### config.mk
export PLATFORM = sky130hd
export DESIGN_NAME = tcu_dot_unit
export DESIGN_NICKNAME = d
export VERILOG_FILES = /design/src/hw/tcu_pkg.sv /design/src/hw/tcu_dot_unit.sv /design/src/hw/tcu_dot_reduce.sv /design/src/hw/tcu_bf16_mul.sv /design/src/hw/tcu_wallace_mul.sv /design/src/hw/tcu_csa_tree.sv
export SDC_FILE = /design/constraint.sdc
export NUM_CORES = 2
export LEC_CHECK = 0
export BUFFER_PORTS_ARGS = -buffer_cell sky130_fd_sc_hd__buf_2
export CAP_MARGIN = 20
export CORE_MARGIN = 1
export CORE_UTILIZATION = 29
export CTS_CLUSTER_SIZE = 12
export DETAILED_ROUTE_END_ITERATION = 6
export PLACE_DENSITY = 0.53
export RECOVER_POWER = 50
export SETUP_SLACK_MARGIN = 0.02
export SLEW_MARGIN = 20
export SYNTH_ARGS = -nofsm -noshare
export SYNTH_HDL_FRONTEND = slang
export SYNTH_SLANG_ARGS = --single-unit
### constraint.sdc
create_clock -name clk -period 37.2 [get_ports clk]
set_input_delay 7.44 -clock clk [delete_from_list [all_inputs] [get_ports clk]]
set_output_delay 7.44 -clock clk [all_outputs]
set_load 0.1 [all_outputs]
### src/hw/tcu_pkg.sv
// Tensor core dot-product package
// Opcode enum and field widths shared by the bf16 dot-product unit

package tcu_pkg;

    // Operation selector
    typedef enum logic {
        OP_DOT     = 1'b0,  // Sum of products only
        OP_DOT_ADD = 1'b1   // Sum of products plus fp32 addend
    } tcu_op_e;

    // bf16 word and its fields
    localparam int BF16_W     = 16;
    localparam int BF16_EXP_W = 8;
    // Significand with hidden one
    localparam int BF16_SIG_W = 8;

    // fp32 word and its fields
    localparam int FP32_W     = 32;
    localparam int FP32_EXP_W = 8;
    // Significand with hidden one restored
    localparam int FP32_SIG_W = 24;

    // Signed working exponent, same width as the exponent sum
    localparam int EXP_W = 10;

    // Raw product significand, value below 2
    localparam int PSIG_W = 16;

    // Bias of -127 plus 1 for the product's binary point
    localparam logic signed [EXP_W-1:0] EXP_BIAS_ADJ = EXP_W'(-126);

    // Alignment and sum field
    // Sign, three headroom bits, aligned significand, guard bits
    localparam int ACC_W = 32;

endpackage
### src/hw/tcu_dot_unit.sv
// bf16 dot-product unit, top level
// Lane multipliers, stage-one register, reduction, two-cycle valid pipeline

`timescale 1ns/1ps

module tcu_dot_unit import tcu_pkg::*; #(
    parameter int NUM_LANES = 4
) (
    input  logic                             clk,
    input  logic                             rst_n,
    input  logic                             in_valid,
    input  tcu_op_e                          op,
    input  logic [NUM_LANES-1:0][BF16_W-1:0] a,
    input  logic [NUM_LANES-1:0][BF16_W-1:0] b,
    input  logic [FP32_W-1:0]                c,
    output logic                             out_valid,
    output logic [FP32_W-1:0]                result
);

    // Multiplier outputs
    logic [NUM_LANES-1:0]             mul_sign;
    logic [NUM_LANES-1:0][EXP_W-1:0]  mul_exp;
    logic [NUM_LANES-1:0][PSIG_W-1:0] mul_sig;

    // Stage one
    logic                             s1_valid;
    tcu_op_e                          s1_op;
    logic [NUM_LANES-1:0]             s1_sign;
    logic [NUM_LANES-1:0][EXP_W-1:0]  s1_exp;
    logic [NUM_LANES-1:0][PSIG_W-1:0] s1_sig;
    logic                             s1_c_sign;
    logic [FP32_EXP_W-1:0]            s1_c_exp;
    logic [FP32_SIG_W-1:0]            s1_c_sig;

    // One exact multiplier per lane
    for (genvar i = 0; i < NUM_LANES; i++) begin : g_lane
        tcu_bf16_mul u_mul (
            .a      (a[i]),
            .b      (b[i]),
            .sign_y (mul_sign[i]),
            .exp_y  (mul_exp[i]),
            .sig_y  (mul_sig[i])
        );
    end

    // Stage-one valid
    always_ff @(posedge clk or negedge rst_n) begin
        if (!rst_n) begin
            s1_valid <= 1'b0;
        end else begin
            s1_valid <= in_valid;
        end
    end

    // Stage-one payload, captured with the operation
    always_ff @(posedge clk) begin
        if (in_valid) begin
            s1_op     <= op;
            s1_sign   <= mul_sign;
            s1_exp    <= mul_exp;
            s1_sig    <= mul_sig;
            s1_c_sign <= c[FP32_W-1];
            s1_c_exp  <= c[FP32_W-2 -: FP32_EXP_W];
            // Hidden one restored, c is assumed normal
            s1_c_sig  <= {1'b1, c[FP32_SIG_W-2:0]};
        end
    end

    tcu_dot_reduce #(
        .NUM_LANES (NUM_LANES)
    ) u_reduce (
        .clk       (clk),
        .rst_n     (rst_n),
        .in_valid  (s1_valid),
        .op        (s1_op),
        .prod_sign (s1_sign),
        .prod_exp  (s1_exp),
        .prod_sig  (s1_sig),
        .c_sign    (s1_c_sign),
        .c_exp     (s1_c_exp),
        .c_sig     (s1_c_sig),
        .out_valid (out_valid),
        .result    (result)
    );

    // Both pipeline stages start empty
    a_no_early_valid: assert property (
        @(posedge clk) $rose(rst_n) |=> !out_valid
    );

endmodule

### src/hw/tcu_dot_reduce.sv
// Dot-product reduction stage
// Aligns products and addend to the largest exponent, sums, normalizes to fp32

`timescale 1ns/1ps

module tcu_dot_reduce import tcu_pkg::*; #(
    parameter int NUM_LANES = 4
) (
    input  logic                            clk,
    input  logic                            rst_n,
    input  logic                            in_valid,
    input  tcu_op_e                         op,
    input  logic [NUM_LANES-1:0]            prod_sign,
    input  logic [NUM_LANES-1:0][EXP_W-1:0] prod_exp,
    input  logic [NUM_LANES-1:0][PSIG_W-1:0] prod_sig,
    input  logic                            c_sign,
    input  logic [FP32_EXP_W-1:0]           c_exp,
    input  logic [FP32_SIG_W-1:0]           c_sig,
    output logic                            out_valid,
    output logic [FP32_W-1:0]               result
);

    // Products plus the addend
    localparam int NT = NUM_LANES + 1;
    // Bit that holds each term's top bit before alignment
    localparam int TOP = ACC_W - 5;
    localparam int POS_W = $clog2(ACC_W);

    // Per-term exponent, sign, enable and placed magnitude
    logic signed [EXP_W-1:0] term_exp [NT];
    logic [NT-1:0]           term_sign;
    logic [NT-1:0]           term_en;
    logic [ACC_W-1:0]        term_mag [NT];

    logic signed [EXP_W-1:0] exp_max;
    logic [NT-1:0][ACC_W-1:0] term_al;

    logic [ACC_W-1:0]  sum_raw;
    logic [ACC_W-1:0]  sum_mag;
    logic [POS_W-1:0]  lead_pos;
    logic [ACC_W-1:0]  norm_sig;
    logic [EXP_W-1:0]  exp_norm;
    logic [FP32_W-1:0] result_next;

    // Term setup
    always_comb begin
        for (int i = 0; i < NUM_LANES; i++) begin
            term_exp[i]  = $signed(prod_exp[i]);
            term_sign[i] = prod_sign[i];
            term_en[i]   = 1'b1;
            // Product top bit lands on TOP
            term_mag[i]  = ACC_W'(prod_sig[i]) << (TOP - PSIG_W + 1);
        end
        // Addend exponent field on the same scale as the products
        term_exp[NUM_LANES]  = $signed(EXP_W'(c_exp));
        term_sign[NUM_LANES] = c_sign;
        term_en[NUM_LANES]   = (op == OP_DOT_ADD);
        term_mag[NUM_LANES]  = ACC_W'(c_sig) << (TOP - FP32_SIG_W + 1);
    end

    // Largest exponent over enabled terms
    // Lane 0 always takes part
    always_comb begin
        exp_max = term_exp[0];
        for (int i = 1; i < NT; i++) begin
            if (term_en[i] && (term_exp[i] > exp_max)) begin
                exp_max = term_exp[i];
            end
        end
    end

    // Alignment shifters
    always_comb begin
        logic [EXP_W-1:0] shamt;
        logic [ACC_W-1:0] shifted;

        for (int i = 0; i < NT; i++) begin
            shamt = EXP_W'(exp_max - term_exp[i]);
            // Bits below bit 0 are dropped, large shifts give zero
            shifted = term_mag[i] >> shamt;
            if (!term_en[i]) begin
                term_al[i] = '0;
            end else if (term_sign[i]) begin
                term_al[i] = -shifted;
            end else begin
                term_al[i] = shifted;
            end
        end
    end

    // Two's complement sum of all terms
    tcu_csa_tree #(
        .N (NT),
        .W (ACC_W),
        .S (ACC_W)
    ) u_term_sum (
        .operands (term_al),
        .sum      (sum_raw),
        .cout     ()
    );

    assign sum_mag = sum_raw[ACC_W-1] ? -sum_raw : sum_raw;

    // Leading-one detector, highest set bit wins
    always_comb begin
        lead_pos = '0;
        for (int i = 0; i < ACC_W; i++) begin
            if (sum_mag[i]) begin
                lead_pos = POS_W'(i);
            end
        end
    end

    // Leading one moved to the top bit
    assign norm_sig = sum_mag << (ACC_W - 1 - lead_pos);

    // Max exponent plus the leading-one offset from TOP
    assign exp_norm = EXP_W'(exp_max) + EXP_W'(lead_pos) - EXP_W'(TOP);

    // Exact zero comes out as +0
    always_comb begin
        if (sum_raw == '0) begin
            result_next = '0;
        end else begin
            result_next = {sum_raw[ACC_W-1],
                           exp_norm[FP32_EXP_W-1:0],
                           norm_sig[ACC_W-2 -: FP32_SIG_W-1]};
        end
    end

    // Result register, updates only on a valid operation
    always_ff @(posedge clk or negedge rst_n) begin
        if (!rst_n) begin
            out_valid <= 1'b0;
            result    <= '0;
        end else begin
            out_valid <= in_valid;
            if (in_valid) begin
                result <= result_next;
            end
        end
    end

    // Nonzero sum normalized with its leading one on top and no bits lost
    a_norm_top: assert property (
        @(posedge clk) disable iff (!rst_n)
        (in_valid && (sum_raw != '0)) |=>
            $past(norm_sig[ACC_W-1] && ((norm_sig >> (ACC_W - 1 - lead_pos)) == sum_mag))
    );

endmodule

### src/hw/tcu_bf16_mul.sv
// bf16 multiplier
// Product sign, signed biased exponent and raw 16-bit significand, no rounding

`timescale 1ns/1ps

module tcu_bf16_mul import tcu_pkg::*; (
    input  logic [BF16_W-1:0]       a,
    input  logic [BF16_W-1:0]       b,
    output logic                    sign_y,
    output logic signed [EXP_W-1:0] exp_y,
    output logic [PSIG_W-1:0]       sig_y
);

    // Field split
    logic                  sign_a;
    logic                  sign_b;
    logic [BF16_EXP_W-1:0] exp_a;
    logic [BF16_EXP_W-1:0] exp_b;
    logic [BF16_SIG_W-1:0] sig_a;
    logic [BF16_SIG_W-1:0] sig_b;

    // Exponent adder inputs
    logic [2:0][EXP_W-1:0] exp_terms;

    assign sign_a = a[BF16_W-1];
    assign sign_b = b[BF16_W-1];
    assign exp_a  = a[BF16_W-2 -: BF16_EXP_W];
    assign exp_b  = b[BF16_W-2 -: BF16_EXP_W];
    // Normal inputs only, hidden one always set
    assign sig_a  = {1'b1, a[BF16_SIG_W-2:0]};
    assign sig_b  = {1'b1, b[BF16_SIG_W-2:0]};

    assign sign_y = sign_a ^ sign_b;

    // ea + eb - 126, kept signed and full width for alignment
    assign exp_terms = {EXP_W'(exp_a), EXP_W'(exp_b), EXP_BIAS_ADJ};

    tcu_csa_tree #(
        .N (3),
        .W (EXP_W),
        .S (EXP_W)
    ) u_exp_add (
        .operands (exp_terms),
        .sum      (exp_y),
        .cout     ()
    );

    // 8x8 significand product, binary point below the top bit
    tcu_wallace_mul #(
        .N (BF16_SIG_W)
    ) u_sig_mul (
        .a (sig_a),
        .b (sig_b),
        .p (sig_y)
    );

endmodule

### src/hw/tcu_wallace_mul.sv
// Unsigned N by N Wallace-tree multiplier
// Partial products reduced through the carry-save tree

`timescale 1ns/1ps

module tcu_wallace_mul #(
    parameter int N = 8
) (
    input  logic [N-1:0]   a,
    input  logic [N-1:0]   b,
    output logic [2*N-1:0] p
);

    // One partial product per bit of b
    logic [N-1:0][2*N-1:0] pp;

    // Shifted copy of a, masked by b[i]
    always_comb begin
        for (int i = 0; i < N; i++) begin
            if (b[i]) begin
                pp[i] = (2*N)'(a) << i;
            end else begin
                pp[i] = '0;
            end
        end
    end

    // Exact product fits in 2N bits
    // so the tree works at full width and the top carry is always zero
    tcu_csa_tree #(
        .N (N),
        .W (2*N),
        .S (2*N)
    ) u_pp_tree (
        .operands (pp),
        .sum      (p),
        .cout     ()
    );

endmodule

### src/hw/tcu_csa_tree.sv
// Carry-save adder tree
// Reduces N operands with 3:2 compressor rows, then one carry-propagate add

`timescale 1ns/1ps

module tcu_csa_tree #(
    parameter int N = 3,
    parameter int W = 8,
    parameter int S = 10
) (
    input  logic [N-1:0][W-1:0] operands,
    output logic [S-1:0]        sum,
    output logic                cout
);

    // Last two rows into the final adder
    logic [S-1:0] red_a;
    logic [S-1:0] red_b;

    always_comb begin
        logic [S-1:0] row [N+1];
        logic [S-1:0] a0;
        logic [S-1:0] a1;
        logic [S-1:0] a2;
        int           cnt;
        int           nxt;
        int           grp;

        // Spare row stays zero for a single operand
        for (int i = 0; i <= N; i++) begin
            row[i] = '0;
        end
        for (int i = 0; i < N; i++) begin
            row[i] = S'(operands[i]);
        end
        cnt = N;

        // Each level takes 3 rows to 2 until two rows remain
        for (int lvl = 0; lvl < N; lvl++) begin
            if (cnt > 2) begin
                nxt = 0;
                grp = cnt / 3;
                for (int g = 0; g + 2 < N; g += 3) begin
                    if (g + 2 < cnt) begin
                        a0 = row[g];
                        a1 = row[g+1];
                        a2 = row[g+2];
                        // Sum bits stay, carry bits move up one place
                        row[nxt]   = a0 ^ a1 ^ a2;
                        row[nxt+1] = ((a0 & a1) | (a0 & a2) | (a1 & a2)) << 1;
                        nxt += 2;
                    end
                end
                // Rows left over from an incomplete group pass through
                for (int k = 0; k < N; k++) begin
                    if ((k >= grp * 3) && (k < cnt)) begin
                        row[nxt] = row[k];
                        nxt += 1;
                    end
                end
                cnt = nxt;
            end
        end

        red_a = row[0];
        red_b = row[1];
    end

    // Final carry-propagate adder, top carry reported separately
    assign {cout, sum} = {1'b0, red_a} + {1'b0, red_b};

endmodule

; Word level (Yosys, flattened, before mapping)
; Index checks and enable logic that the tools add are counted.
[totals]
register_bits = 175
word_cells = 335
output_inout_bits = 33
[op_classes]
bitwise_logic = 213
shifts = 6
n_addsub = 23
n_lt_le_gt_ge = 4
reduce_logical = 2
muxes = 71
[ops]
columns = op, count
row1 = $and 15x15->15, 40
row2 = $or 15x15->15, 40
row3 = $xor 16x16->16, 20
row4 = $and 31x31->31, 9
row5 = $mux 32, 8
row6 = $neg 32->32, 6
row7 = $xor 32x32->32, 6
row8 = $or 31x31->31, 6
row9 = $shr 28x10->32, 5
row10 = $mux 5, 29
row11 = $mux 10, 8
row12 = $add 16x16->16, 4
row13 = $or 8x8->8, 8
row14 = $xor 16x10->16, 4
row15 = $xor 16x13->16, 4
row16 = $xor 16x14->16, 4
row17 = $xor 16x15->16, 4
row18 = $xor 16x9->16, 4
row19 = $and 14x15->15, 4
row20 = $and 15x10->15, 4
row21 = $and 15x14->15, 4
row22 = $and 15x9->15, 4
row23 = $or 15x10->15, 4
row24 = $or 15x13->15, 4
row25 = other kinds (30), 86

; Logic depth before layout (Yosys ltp)
[logic_depth]
word_depth = 59
ltp_mapped = 116
ltp_nobuf = 104

; Cells and area by module
; Synthesis repeated with hierarchy kept, for this count alone.
[unflattened]
cells_unflattened = 5206
hier_area_um2 = 42982.5
[modules_own_cells]
columns = module, seq_area_each_um2, instances, area_per_inst_um2, cells_per_inst
row1 = tcu_dot_reduce, 825.8, 1, 18664.2, 2811
row2 = tcu_csa_tree at g_lane[1].u_mul.u_sig_mul.u_pp_tree ..., 0.0, 2, 2961.6, 309
row3 = tcu_dot_unit, 4259.1, 1, 4262.8, 143
row4 = tcu_csa_tree at u_reduce.u_term_sum, 0.0, 1, 4191.5, 492
row5 = tcu_csa_tree at g_lane[0].u_mul.u_sig_mul.u_pp_tree, 0.0, 1, 2956.6, 310
row6 = tcu_csa_tree at g_lane[3].u_mul.u_sig_mul.u_pp_tree, 0.0, 1, 2932.8, 306
row7 = tcu_wallace_mul, 0.0, 4, 404.1, 65
row8 = tcu_csa_tree at g_lane[0].u_mul.u_exp_add ..., 0.0, 2, 595.6, 64
row9 = tcu_csa_tree at g_lane[2].u_mul.u_exp_add ..., 0.0, 2, 589.3, 63
row10 = tcu_bf16_mul, 0.0, 4, 16.3, 3

; Worst setup path before layout
; Ideal clock, no wire load.
[synth_path]
kind = reg2reg
startpoint = register s1_exp[17] (netlist bit)
endpoint = register u_reduce.result[30]
t_required_ns = 37.078
slack_ns = 15.746
path_stages_with_launch = 102
synth_period_minus_slack_ns = 21.454
t_arrival_ns = 21.332
path_cell_list = edfxtp_1 > ha_1 > a21o_1 > a2111o_1 > a221o_1 > and2_4 > buf_6 > clkbuf_1 > a21oi_1 > ha_1 > a21o_1 > a21o_1 > a21o_1 > a21oi_1 > a31oi_1 > a221oi_2 > a31oi_1 > buf_2 > [... 66 more ...] > and3_1 > or2_1 > clkbuf_1 > o211a_1 > o31ai_1 > o41a_1 > buf_2 > buf_1 > ha_1 > ha_1 > fa_1 > a21o_1 > a21o_1 > a21o_1 > a21oi_1 > xor2_1 > xnor2_1 > a22o_1
[synth_between]
elab_chain_len = 58
[synth_rtl]
columns = item, line
row1 = start: declaration, tcu_dot_unit.sv:29  ; logic [NUM_LANES-1:0][EXP_W-1:0] s1_exp;
row2 = start signal: assignment, tcu_dot_unit.sv:60  ; s1_exp <= mul_exp;
row3 = "parallel branches: the longest is 57 deep, another holds $neg 32->32", --
row4 = $mux 32 (*), tcu_dot_reduce.sv:122  ; if (sum_raw == '0) begin
row5 = end signal: assignment, tcu_dot_reduce.sv:139  ; result <= result_next;
row6 = end: declaration, tcu_dot_reduce.sv:20  ; output logic [FP32_W-1:0] result
; Mark *: on every way between the ends.
; A chain may end at the register's enable or synchronous reset.

; Worst setup path in the final report
; Same ends and word-level chain as after synthesis.

==> impl_metrics.yaml <==
worst_setup_path:
  cp-start-kind: "flop"
  r2r_cells: 93
  endpoint_kind: "flop"
  cp_slowest_cell: "xor3_1"
  worst_path_most_repeated_cell: "o21ai_0"
  critPathMaxFanout: 34
  r2r-end: "u_reduce.result[30]$_DFFE_PN0P_"
  crit_path_max_incr_delay_ns: 0.90
  ff2ff_setup_slack_ns: 12.46
  cp.required_ns: 37.60
  arrival_ns: 25.14
  crit_type: "flop to flop"
  r2r_start: "s1_exp[17]$_DFFE_PP_"
drt:
  postRouteAntennaNets: 0
  dr.pass1.iters: 7
  drt-initial-drc-count: 2199
  wl_per_cell_um: 18.3
  via_per_inst: 5.20
  drt-total-wl_um: 109000
  drc: 2
  vias: 30800
yosys:
  synth-edff-count: 141
  synth_seq_cells: 175
  syn_inst: 4207
  synth.most_common_cell: "inv_1"
  synth.area.mux_share: 0.0899
  synthTopCellsByCount: "inv_1 (431), nand2_1 (386), nor2_1 (332), ha_1 (283), a21oi_1 (277)"
  yosys.area.top_type: "fa_1"
  syn-num-nets: 4912
  yosys.area_share.simple: 0.187
  ys.flop_type: "edfxtp_1"
  synth_compound_area_frac: 0.193
  synthAdderAreaFrac: 0.251
  syn_area_mm2: 0.0348
  synthTopCellsByArea: "fa_1 (15%), edfxtp_1 (12%), ha_1 (10%)"
  async_reset_ff_frac: 0.194
  synth_top_family_by_area: "adder cells"
  synth-xor-area-share: 0.0673
  yosysSeqAreaShare: 0.146
  ys_warn_count: 0
  synth.avg_cell_area_um2: 8.26
  synth_top_area_share: 0.149
  ys_types: 113
sta:
  slew-limit-headroom: -1.87
  fin_tns_setup_ns: 0
  rsz0062_at_grt: "false"
  setup-violations-final: 0
  max_freq_mhz: 40.4
  period_share: 0.665
  worst_pin_slew_ns: 4.30
  finalClockSkew_ns: 0.0121
  hold_viol: 0
  slew_viol_final: 180
  finalCriticalPeriod_ns: 24.74
grt:
  grt_pass1_wl_um: 171000
  grt_pass1_vias: 29400
  antenna_found_initial: 0
  grtUsageTotal: 0.178
  grt.overflow.total: 0
  grt_max_degree: 79
cells_and_area:
  regArea_mm2: 0.00508
  num-fill-cells: 12600
  multi_input_area_mm2: 0.0275
  nets: 5026
  synthToLayoutAreaGrowth_pct: 9.79
  drive_gt1_frac: 0.0976
  antennaDiodeCount: 0
run_status:
  failed_checks: "DRC, capacitance limit, slew limit"
  outcome: "finished, violations left"
clock_network:
  cts-root-buf: "clkbuf_16"
  cts_num_sinks: 175
  clock_latency_ns: 0.51
  cts_setup_buffers: 0
  cts_htree_levels: 4
  cts_buffer_depth: 2
  post_cts_resized: 0
  cts_hold_buffers: 0
  cts_tree: "built"
  cts_buffers: 17
  clkTransAtPathRegs_ns: 0.08
hold_path:
  min-delay-start: "u_reduce.result[7]$_DFFE_PN0P_"
  hp-class: "flop to flop"
  hold-path-endpoint: "u_reduce.result[7]$_DFFE_PN0P_"
  whs_path_depth: 2
floorplan:
  num_rows: 126
  core_mm2: 0.118
  dieArea_mm2: 0.121
  pin_count: 197
  die-width_um: 348
  die_h_um: 348
  start_util: 0.294
place:
  io_buffers: 196
  dp_hpwl_um: 91500
  gp_congestion: 0.974
job:
  maxCapViolations: 3
-- critical path, delay by kind of cell, from the launching register on --
kind / cells / cell delay [ns]
AO/OA/AOI/OAI: 50 / 12.51
multiplexers: 1 / 0.35
flip-flops: 1 / 0.42
XOR/XNOR: 4 / 1.43
buffers and inverters: 7 / 0.98
adder cells (fa/ha/maj): 13 / 5.09
AND/OR/NAND/NOR: 18 / 3.78
-- how the worst max path moves through the flow --
stage | from | endpoint | slack, ns | cells after the start
after global routing | s1_exp[17]$_DFFE_PP_ | u_reduce.result[30]$_DFFE_PN0P_ | 10.58 | 94
after global placement | s1_exp[17]$_DFFE_PP_ | u_reduce.result[30]$_DFFE_PN0P_ | 12.94 | 94
after detailed placement | s1_exp[17]$_DFFE_PP_ | u_reduce.result[30]$_DFFE_PN0P_ | 12.54 | 94
after floorplan | s1_exp[17]$_DFFE_PP_ | u_reduce.result[30]$_DFFE_PN0P_ | 15.75 | 101
final | s1_exp[17]$_DFFE_PP_ | u_reduce.result[30]$_DFFE_PN0P_ | 12.46 | 93
after CTS | s1_exp[17]$_DFFE_PP_ | u_reduce.result[30]$_DFFE_PN0P_ | 12.45 | 94
-- area by class of cell --
type	count	area share
Sequential cell	175	0.133
Tap cell	1600	0.0524
Clock inverter	15	0.00544
Clock buffer	17	0.0111
Timing Repair Buffer	246	0.0349
Multi-Input combinational cell	3443	0.720
Inverter	438	0.0433
-- sequential cells by signal, summed over array words and instances (netlist names) --
signal / count
s1_c_exp: 8
s1_c_sig: 23
s1_c_sign: 1
s1_exp: 40
s1_op: 1
s1_sig: 64
s1_sign: 4
s1_valid: 1
u_reduce.out_valid: 1
u_reduce.result: 32
-- kinds of logic after synthesis --
logic type,Yosys count
AND/OR/NAND/NOR,1338
AO/OA/AOI/OAI,1041
buffers and inverters,589
adder cells (fa/ha/maj),542
multiplexers,262
XOR/XNOR,260
flip-flops,175
-- metrics by stage --
stage | util | area, um2 | setup WS [ns] | hold slack (ns) | std cells
after floorplan | - | 34800 | 15.75 | 0.352 | 4207
after global placement | 0.317 | 37600 | 12.94 | 0.472 | 5902
after detailed placement | 0.317 | 37600 | 12.54 | 0.475 | 5902
after CTS | 0.323 | 38200 | 12.45 | 0.496 | 5934
after global routing | 0.322 | 38200 | 10.58 | 0.529 | 5934
final | 0.322 | 38200 | 12.46 | 0.494 | 5934
-- layer usage --
layer	up-vias	global-route usage	routed length, um
met5	-	0	0
met4	0	0.0432	2190
li1	15000	-	-
met1	15000	0.242	50300
met2	786	0.296	51300
met3	87	0.0229	4910
-- layout by cell type, fill, tap and decap left out, types with 17 or more instances in the layout --
master       n
inv_1      431
nand2_1    386
nor2_1     332
ha_1       283
a21oi_1    276
fa_1       257
o21ai_0    251
and2_1     216
buf_2      181
xnor2_1    178
mux2i_1    176
edfxtp_1   141
nor3_1      84
xor2_1      70
nand3_1     68
a21o_1      62
buf_4       49
a31oi_1     48
mux2_2      47
o21bai_1    42
nand2b_1    40
a211oi_1    40
or3_1       35
mux4_2      34
dfrtp_1     34
nor2b_1     33
o211ai_1    31
and3_1      29
o22ai_1     25
o21a_1      24
or2_2       24
a22oi_1     24
o31ai_1     21
o21ai_1     18
clkbuf_16   17
Power is not shown: default switching activity piles up to over one toggle a cycle in this logic, so the estimate is an artifact.
